<file path="src/hw/frame_dma_config.svh">
//====================
// Frame DMA configuration
// Frame geometry, FIFO depth and Wishbone widths
//====================
`ifndef FRAME_DMA_CONFIG_SVH
`define FRAME_DMA_CONFIG_SVH

// Simulation frame size (1280 x 720 on the board)
`define H_NUM        16
`define V_NUM        4
`define PIX_PER_WORD 8
`define FRAME_WORDS  ((`H_NUM * `V_NUM) / `PIX_PER_WORD)

`define FIFO_DEPTH   16     // Power of two
`define WB_ADR_W     2
`define WB_DAT_W     32

`endif

</file>
<file path="src/hw/cam_pkg.sv">
//====================
// Camera data types
//====================
`include "frame_dma_config.svh"

package cam_pkg;

	// One byte from the sensor bus
	typedef logic [7:0] cam_byte_t;

	// RGB565 pixel
	typedef logic [15:0] pixel_t;

	// Eight pixels per DMA word, pixel 0 in the low bits
	typedef pixel_t [`PIX_PER_WORD-1:0] frame_word_t;

endpackage

</file>
<file path="src/hw/dma_pkg.sv">
//====================
// Host read port types
//====================
`include "frame_dma_config.svh"

package dma_pkg;

	// Frame read session
	typedef enum logic {
		SESS_IDLE   = 1'b0,
		SESS_ACTIVE = 1'b1
	} session_state_t;

	// Wishbone register map
	typedef enum logic [`WB_ADR_W-1:0] {
		REG_DATA   = 2'd0,
		REG_STATUS = 2'd1
	} reg_addr_t;

	// Words read in the current session
	typedef logic [16:0] word_count_t;

endpackage

</file>
<file path="src/hw/word_stream_if.sv">
//====================
// Frame word stream between stages
//====================
`timescale 1ns/10ps

interface word_stream_if;
	import cam_pkg::*;

	logic        valid;
	logic        ready;
	frame_word_t data;
	logic        sof;      // First word of a frame

	modport src (
		output valid, data, sof,
		input  ready
	);

	modport snk (
		input  valid, data, sof,
		output ready
	);

endinterface

</file>
<file path="src/hw/cam_capture.sv">
//====================
// Camera capture
// Registers the sensor bus and packs RGB565 pixels into frame words
//====================
`timescale 1ns/10ps
`include "frame_dma_config.svh"

module cam_capture (
	input  logic               i_clk,
	input  logic               i_rst_n,
	input  logic               i_cam_vsync,
	input  logic               i_cam_href,
	input  cam_pkg::cam_byte_t i_cam_data,
	word_stream_if.src         o_word
);
	import cam_pkg::*;

	localparam int PIX_W = $clog2(`PIX_PER_WORD);

	cam_byte_t   data_d0;
	logic        href_d0;
	logic        vsync_d0;
	logic        vsync_d1;
	logic        vs_rise;
	logic        byte_phase;       // High when the low byte is next
	logic [PIX_W-1:0] pix_cnt;
	cam_byte_t   hi_byte;
	frame_word_t word_buf;
	logic        sof_armed;
	logic        word_done;
	logic        valid_q;
	logic        sof_q;

	assign vs_rise   = vsync_d0 & ~vsync_d1;
	assign word_done = href_d0 & ~vs_rise & byte_phase &
		(pix_cnt == PIX_W'(`PIX_PER_WORD - 1));

	//====================
	// Control
	always_ff @(posedge i_clk or negedge i_rst_n) begin
		if (!i_rst_n) begin
			href_d0    <= 1'b0;
			vsync_d0   <= 1'b0;
			vsync_d1   <= 1'b0;
			byte_phase <= 1'b0;
			pix_cnt    <= '0;
			sof_armed  <= 1'b0;
			valid_q    <= 1'b0;
			sof_q      <= 1'b0;
		end else begin
			href_d0  <= i_cam_href;
			vsync_d0 <= i_cam_vsync;
			vsync_d1 <= vsync_d0;
			valid_q  <= word_done;    // One cycle pulse
			if (vs_rise) begin
				byte_phase <= 1'b0;
				pix_cnt    <= '0;
				sof_armed  <= 1'b1;
			end else if (href_d0) begin
				byte_phase <= ~byte_phase;
				if (byte_phase)
					pix_cnt <= pix_cnt + 1'b1;   // Wraps at word end
				if (word_done) begin
					sof_q     <= sof_armed;
					sof_armed <= 1'b0;
				end
			end
		end
	end

	// Byte pairing, high byte first
	always_ff @(posedge i_clk) begin
		data_d0 <= i_cam_data;
		if (href_d0 && !vs_rise) begin
			if (!byte_phase)
				hi_byte <= data_d0;
			else
				word_buf[pix_cnt] <= {hi_byte, data_d0};
		end
	end

	assign o_word.valid = valid_q;
	assign o_word.data  = word_buf;
	assign o_word.sof   = sof_q;

endmodule

</file>
<file path="src/hw/frame_fifo.sv">
//====================
// Frame word FIFO
// FWFT buffer standing in for the frame store
//====================
`timescale 1ns/10ps
`include "frame_dma_config.svh"

module frame_fifo (
	input  logic       i_clk,
	input  logic       i_rst_n,
	word_stream_if.snk i_wr,
	word_stream_if.src o_rd,
	input  logic       i_ovf_clear,
	output logic       o_overflow
);
	import cam_pkg::*;

	localparam int AW = $clog2(`FIFO_DEPTH);

	frame_word_t mem     [`FIFO_DEPTH];
	logic        sof_mem [`FIFO_DEPTH];
	logic [AW:0] wr_ptr;      // Extra bit tells full from empty
	logic [AW:0] rd_ptr;
	logic        full;
	logic        empty;
	logic        push;
	logic        pop;

	assign full  = (wr_ptr[AW] != rd_ptr[AW]) && (wr_ptr[AW-1:0] == rd_ptr[AW-1:0]);
	assign empty = (wr_ptr == rd_ptr);
	assign push  = i_wr.valid & ~full;
	assign pop   = o_rd.valid & o_rd.ready;

	assign i_wr.ready = ~full;
	assign o_rd.valid = ~empty;
	assign o_rd.data  = mem[rd_ptr[AW-1:0]];
	assign o_rd.sof   = sof_mem[rd_ptr[AW-1:0]];

	always_ff @(posedge i_clk) begin
		if (push) begin
			mem[wr_ptr[AW-1:0]]     <= i_wr.data;
			sof_mem[wr_ptr[AW-1:0]] <= i_wr.sof;
		end
	end

	always_ff @(posedge i_clk or negedge i_rst_n) begin
		if (!i_rst_n) begin
			wr_ptr     <= '0;
			rd_ptr     <= '0;
			o_overflow <= 1'b0;
		end else begin
			if (push)
				wr_ptr <= wr_ptr + 1'b1;
			if (pop)
				rd_ptr <= rd_ptr + 1'b1;
			if (i_wr.valid && full)
				o_overflow <= 1'b1;        // Word dropped
			else if (i_ovf_clear)
				o_overflow <= 1'b0;
		end
	end

endmodule

</file>
<file path="src/hw/dma_reader.sv">
//====================
// Host read port
// Wishbone slave serving frame words in aligned read sessions
//====================
`timescale 1ns/10ps
`include "frame_dma_config.svh"

module dma_reader (
	input  logic                 i_clk,
	input  logic                 i_rst_n,
	word_stream_if.snk           i_word,
	input  logic                 i_overflow,
	output logic                 o_ovf_clear,
	input  logic                 i_wb_cyc,
	input  logic                 i_wb_stb,
	input  logic                 i_wb_we,
	input  logic [`WB_ADR_W-1:0] i_wb_adr,
	input  logic [`WB_DAT_W-1:0] i_wb_dat,
	output logic [`WB_DAT_W-1:0] o_wb_dat,
	output logic                 o_wb_ack
);
	import dma_pkg::*;

	session_state_t state;
	word_count_t    count;
	reg_addr_t      adr;
	logic [1:0]     lane_q;       // Four 32-bit lanes per word
	logic           last_lane;
	logic           req;
	logic           data_rd;
	logic           data_go;
	logic           reg_go;
	logic           discard;
	logic           pop;
	logic           end_of_frame;
	logic [$bits(cam_pkg::frame_word_t)-1:0] head_flat;
	logic [`WB_DAT_W-1:0] status_word;

	//====================
	// Request decode
	assign adr     = reg_addr_t'(i_wb_adr);
	assign req     = i_wb_cyc & i_wb_stb & ~o_wb_ack;   // Held until ack seen
	assign data_rd = req & ~i_wb_we & (adr == REG_DATA);
	assign reg_go  = req & (i_wb_we | (adr != REG_DATA));

	// Frame alignment while idle
	assign discard = (state == SESS_IDLE) & i_word.valid & ~i_word.sof;
	assign data_go = data_rd & i_word.valid & ~discard;   // Else stall the host

	assign last_lane    = (lane_q == 2'd3);
	assign end_of_frame = (count == word_count_t'(`FRAME_WORDS - 1));
	assign pop          = discard | (data_go & last_lane);
	assign i_word.ready = pop;

	assign head_flat   = i_word.data;
	assign status_word = {i_overflow, (state == SESS_ACTIVE), 13'd0, count};
	assign o_ovf_clear = reg_go & i_wb_we & (adr == REG_STATUS) & i_wb_dat[31];

	//====================
	// Session FSM and word counter
	always_ff @(posedge i_clk or negedge i_rst_n) begin
		if (!i_rst_n) begin
			state    <= SESS_IDLE;
			count    <= '0;
			lane_q   <= '0;
			o_wb_ack <= 1'b0;
		end else begin
			o_wb_ack <= data_go | reg_go;
			if (data_go) begin
				lane_q <= lane_q + 1'b1;
				state  <= SESS_ACTIVE;      // Head is a sof word when idle
				if (last_lane) begin
					if (end_of_frame) begin
						state <= SESS_IDLE;
						count <= '0;
					end else begin
						count <= count + 1'b1;
					end
				end
			end
		end
	end

	// Read data, lane 0 first
	always_ff @(posedge i_clk) begin
		if (data_go)
			o_wb_dat <= head_flat[{lane_q, 5'd0} +: `WB_DAT_W];
		else if (reg_go)
			o_wb_dat <= status_word;
	end

endmodule

</file>
<file path="src/hw/cam_dma_top.sv">
//====================
// Camera to host DMA top
// Capture, frame FIFO and Wishbone reader on pclk_div2
//====================
`timescale 1ns/10ps
`include "frame_dma_config.svh"

module cam_dma_top (
	input  logic                 i_clk,         // pclk_div2
	input  logic                 i_rst_n,       // core_rst_n
	input  logic                 i_cam_vsync,
	input  logic                 i_cam_href,
	input  cam_pkg::cam_byte_t   i_cam_data,
	input  logic                 i_wb_cyc,
	input  logic                 i_wb_stb,
	input  logic                 i_wb_we,
	input  logic [`WB_ADR_W-1:0] i_wb_adr,
	input  logic [`WB_DAT_W-1:0] i_wb_dat,
	output logic [`WB_DAT_W-1:0] o_wb_dat,
	output logic                 o_wb_ack
);

	logic overflow;
	logic ovf_clear;

	word_stream_if cap_if ();     // Capture to FIFO
	word_stream_if rd_if ();      // FIFO to reader

	cam_capture u_cam_capture (
		.i_clk       (i_clk),
		.i_rst_n     (i_rst_n),
		.i_cam_vsync (i_cam_vsync),
		.i_cam_href  (i_cam_href),
		.i_cam_data  (i_cam_data),
		.o_word      (cap_if.src)
	);

	frame_fifo u_frame_fifo (
		.i_clk       (i_clk),
		.i_rst_n     (i_rst_n),
		.i_wr        (cap_if.snk),
		.o_rd        (rd_if.src),
		.i_ovf_clear (ovf_clear),
		.o_overflow  (overflow)
	);

	dma_reader u_dma_reader (
		.i_clk       (i_clk),
		.i_rst_n     (i_rst_n),
		.i_word      (rd_if.snk),
		.i_overflow  (overflow),
		.o_ovf_clear (ovf_clear),
		.i_wb_cyc    (i_wb_cyc),
		.i_wb_stb    (i_wb_stb),
		.i_wb_we     (i_wb_we),
		.i_wb_adr    (i_wb_adr),
		.i_wb_dat    (i_wb_dat),
		.o_wb_dat    (o_wb_dat),
		.o_wb_ack    (o_wb_ack)
	);

endmodule

</file>
<file path="config.mk">
export PLATFORM = sky130hd
export DESIGN_NAME = cam_dma_top
export DESIGN_NICKNAME = d
export VERILOG_FILES = /design/src/hw/cam_pkg.sv /design/src/hw/dma_pkg.sv /design/src/hw/word_stream_if.sv /design/src/hw/cam_capture.sv /design/src/hw/frame_fifo.sv /design/src/hw/dma_reader.sv /design/src/hw/cam_dma_top.sv
export VERILOG_INCLUDE_DIRS = /design/src /design/src/hw
export SDC_FILE = /design/constraint.sdc
export NUM_CORES = 2
export LEC_CHECK = 0
export ABC_AREA = 1
export BUFFER_PORTS_ARGS = -buffer_cell sky130_fd_sc_hd__clkbuf_2
export CAP_MARGIN = 20
export CORE_ASPECT_RATIO = 1.1
export CORE_MARGIN = 5
export CORE_UTILIZATION = 60
export CTS_CLUSTER_SIZE = 28
export DETAILED_ROUTE_END_ITERATION = 10
export PLACE_DENSITY = 0.76
export SLEW_MARGIN = 0
export SYNTH_ARGS = -nofsm -noshare
export SYNTH_HDL_FRONTEND = slang
export SYNTH_SLANG_ARGS = --single-unit
export TNS_END_PERCENT = 10
</file>
<file path="constraint.sdc">
create_clock -name i_clk -period 13.8 [get_ports i_clk]
set_input_delay 1.38 -clock i_clk [delete_from_list [all_inputs] [get_ports i_clk]]
set_output_delay 1.38 -clock i_clk [all_outputs]
set_load 0.01 [all_outputs]
</file>
==> results.yml <==
run_status:
  status: "finished, final reports clean"
power:
  p_leak_nw: 37.64
  irDropWorstVdd_v: 0.0001944
  cellPowerDensity_mw_per_mm2: 180.4
grt:
  grtUsageTotal_pct: 28.64
  grt_pass1_vias: 57900
  grt_first_pass_wirelength_mm: 349.1
  grt_max_degree: 225
  grt.overflow.total: 0
  antenna_found_initial: 1
timing:
  setup_viol: 0
  timing.setup.tns_ns: 0
  period_share_pct: 39.37
  hold_viol: 0
  fmax_ghz: 0.1841
  fin_crit_ns: 5.432
  drv_slew: 0
  rsz0062_at_grt: "no"
  max_slew_margin_pct: 22.35
  skew_ns: 0.02944
  tightest_slew_ns: 1.165
die:
  io_pins: 82
  die_w_um: 384.9
  die_area_mm2: 0.1626
  die_h_um: 422.4
  core_region_area_mm2: 0.1538
  std_cell_rows: 151
  initial_utilization_pct: 60.31
clocking:
  clk_pin_slew_worst_paths_ns: 0.06
  cts_resized: 0
  clock_path_buffers: 3
  cts_made_buffers: 210
  cts_sinks: 2282
  cts-root-buf: "clkbuf_16"
  clock_latency_ns: 0.85
  htree_levels: 4
  holdBufCountCts: 0
  cts_tree: "done"
  postCtsSetupRepairBufs: 0
min_path:
  whs_endpoint: "u_cam_capture.vsync_d1$_DFF_PN0_"
  min_path_cells: 0
  hp-start: "u_cam_capture.vsync_d0$_DFF_PN0_"
  hold_class: "register to register"
finish:
  nets: 8016
  fin_cells: 10210
  area.growth.synth_to_final_pct: 9.153
  drive_above_1_share_pct: 6.523
drt:
  wl_per_cell_um: 23.05
  drc_errors: 0
  vias_per_cell: 5.894
  ant_nets: 0
  vias: 60160
  dr.pass1.iters: 6
  drt_iter0_drc: 7786
  totalWireLength_mm: 235.3
setup_path:
  path_cells: "buf_4, inv_8, buf_4, buf_12, nand2_1, nand2_1, nand2_1, nand2_1, nand2_1, nand2_1, nor2_1, nand2_1, nand3_1, a21oi_1"
  path_class: "register to register"
  crit_slowest_cell: "buf_4"
  ff2ff_setup_slack_ns: 8.37
  cp_top_family: "buffers and inverters"
  slowest_delay_ns: 0.84
  cp.arrival_ns: 6.00
  worstPathRequired_ns: 14.37
  cp_common_cell: "nand2_1"
  worstReg2RegStart: "u_frame_fifo.rd_ptr[0]$_DFFE_PN0P_"
  end_kind: "register"
  critPathLaunchType: "register"
  crit_buf_inv: 4
  cp_max_fo: 224
  timing.rr.end: "u_dma_reader.o_wb_dat[17]$_SDFFCE_PN0P_"
  r2r_cells: 14
run:
  drv_cap: 0
placement:
  gp_congestion: 0.8359
  hpwl_mm: 107.4
  place_inst: 9809
  io_buffers: 50
yosys:
  synth_top_family_by_area: "simple AND/OR/NAND/NOR gates"
  synth_most_common_cell: "edfxtp_1"
  syn_area_per_cell_um2: 11.53
  synth_compound_area_share_pct: 3.840
  synth_area_leaders: "edfxtp_1 72%, nand2_1 8.8%, nor2_1 4.6%"
  yosysTopAreaCellShare_pct: 72.26
  synth_fp_nets: 8105
  ys_ff_latch: 2282
  muxShareOfSynthArea_pct: 0
  synth_top_area_cell: "edfxtp_1"
  ys.warnings.count: 0
  synth_cell_types: 32
  yosys_most_used_dff: "edfxtp_1"
  synth_area_mm2: 0.09276
  synth_commonest_cells: "2232 x edfxtp_1, 2183 x nand2_1, 1143 x nor2_1, 729 x nand3_1, 481 x o21ai_0"
  synth_edf_count: 2232
  synth_fa_ha_area_share_pct: 0.1214
  yosys.area_share.simple_pct: 17.87
  synth_cells: 8047
  synth_seq_area_share_pct: 73.56
  async_flop_share_pct: 1.840
  synth_xor_xnor_area_share_pct: 0.2455
## per-layer routing
metal | track usage (%) | up-vias | wire (µm)
met1 | 37.19 | 28900 | 83260
met4 | 13.47 | 0 | 11960
li1 | - | 27120 | -
met5 | 0 | - | 0
met2 | 47.70 | 3462 | 114700
met3 | 4.707 | 683 | 25370
## sequential cells by signal, indices dropped and copies added (netlist names)
register,count
u_frame_fifo.mem,2048
u_cam_capture.o_word.data,128
u_dma_reader.o_wb_dat,32
u_dma_reader.count,17
u_frame_fifo.sof_mem,16
u_cam_capture.data_d0,8
u_cam_capture.hi_byte,8
u_frame_fifo.rd_ptr,5
u_frame_fifo.wr_ptr,5
u_cam_capture.pix_cnt,3
u_dma_reader.lane_q,2
u_cam_capture.byte_phase,1
u_cam_capture.href_d0,1
u_cam_capture.o_word.sof,1
u_cam_capture.o_word.valid,1
u_cam_capture.sof_armed,1
u_cam_capture.vsync_d0,1
u_cam_capture.vsync_d1,1
u_dma_reader.o_wb_ack,1
u_dma_reader.state,1
u_frame_fifo.o_overflow,1
## power by group
group	leakage [nW]	switching [W]	internal, W	total (W)
sequential	20.7	0.000101	0.00756	0.00766
combinational	13.7	0.00359	0.00138	0.00497
clock	3.30	0.00248	0.00315	0.00564
total	37.6	0.00618	0.0121	0.0183
## area by class of cell
| type | count | area [µm²] |
|---|---|---|
| inverters | 472 | 1807 |
| flip-flops and latches | 2282 | 68250 |
| multi-input cells | 4848 | 20640 |
| well taps | 2065 | 2584 |
| fillers | 10600 | 52540 |
| diodes | 1 | 2.502 |
| repair buffers | 144 | 1279 |
| clock inverters | 141 | 1136 |
| clock buffers | 253 | 5542 |
## how the worst max path moves through the flow
stage | from | end | slack, ns | depth (start not counted)
detailed placement | u_frame_fifo.rd_ptr[0]$_DFFE_PN0P_ | u_dma_reader.o_wb_dat[17]$_SDFFCE_PN0P_ | 8.63 | 14
global placement | u_frame_fifo.rd_ptr[0]$_DFFE_PN0P_ | u_dma_reader.o_wb_dat[17]$_SDFFCE_PN0P_ | 8.63 | 14
floorplan | u_frame_fifo.rd_ptr[2]$_DFFE_PN0P_ | u_frame_fifo.mem[15][0]$_DFFE_PP_ | 6.61 | 8
CTS | u_frame_fifo.rd_ptr[0]$_DFFE_PN0P_ | u_dma_reader.o_wb_dat[17]$_SDFFCE_PN0P_ | 8.56 | 14
finish | u_frame_fifo.rd_ptr[0]$_DFFE_PN0P_ | u_dma_reader.o_wb_dat[17]$_SDFFCE_PN0P_ | 8.37 | 14
global route | u_frame_fifo.rd_ptr[0]$_DFFE_PN0P_ | u_dma_reader.o_wb_dat[17]$_SDFFCE_PN0P_ | 8.19 | 12
## cell families (layout without fill, tap and decap cells)
family                     count (synthesis)  count (layout)
and+or+nand+nor                         4124            4124
DFF                                     2282            2282
buffers and inverters                    917            1010
AOI/OAI and AO/OA                        689             689
xor gates and xnor gates                  26              26
adders and majority gates                  9               9
other                                      0               1
## metrics by stage
stage          hold slack, ns  total power, W  cell area [µm²]  worst slack (ns)  util [%]
6_report               0.4497         0.01827           101200             8.368     65.83
2_1_floorplan          0.3537         0.01140            92760             6.605         -
5_1_grt                0.4600         0.01910           101200             8.186     65.83
3_3_place_gp           0.4406         0.01249            94440             8.633     61.41
3_5_place_dp           0.4445         0.01264            94510             8.629     61.45
4_1_cts                0.4585         0.01820           101200             8.562     65.80
## cells in the final DEF (no fill, tap or decap), types with 6 or more instances in the layout
cell type  Yosys  routed
a21oi_1      149     149
ha_1           9       9
nand4_1       18      18
o21ai_0      481     480
xor2_1        23      23
o21ai_1       13      13
clkinv_2       0      54
bufinv_16      0      16
or2_2         35      35
clkbuf_16      0     214
nor2_4         1      17
buf_12         0      21
nor2_2         0       8
nor3_1         6       6
clkinv_1       0      53
inv_6          0      10
o211ai_1      45      45
nor2_1      1143    1119
buf_4         87      70
clkbuf_2       0      50
dfrtp_1       42      37
nand2_1     2183    2182
nand3_1      729     729
clkbuf_1     146      35
inv_1        467     462
dfxtp_1        8       8
edfxtp_1    2232    2232
Note: power is estimated with default switching activity, not from simulation.
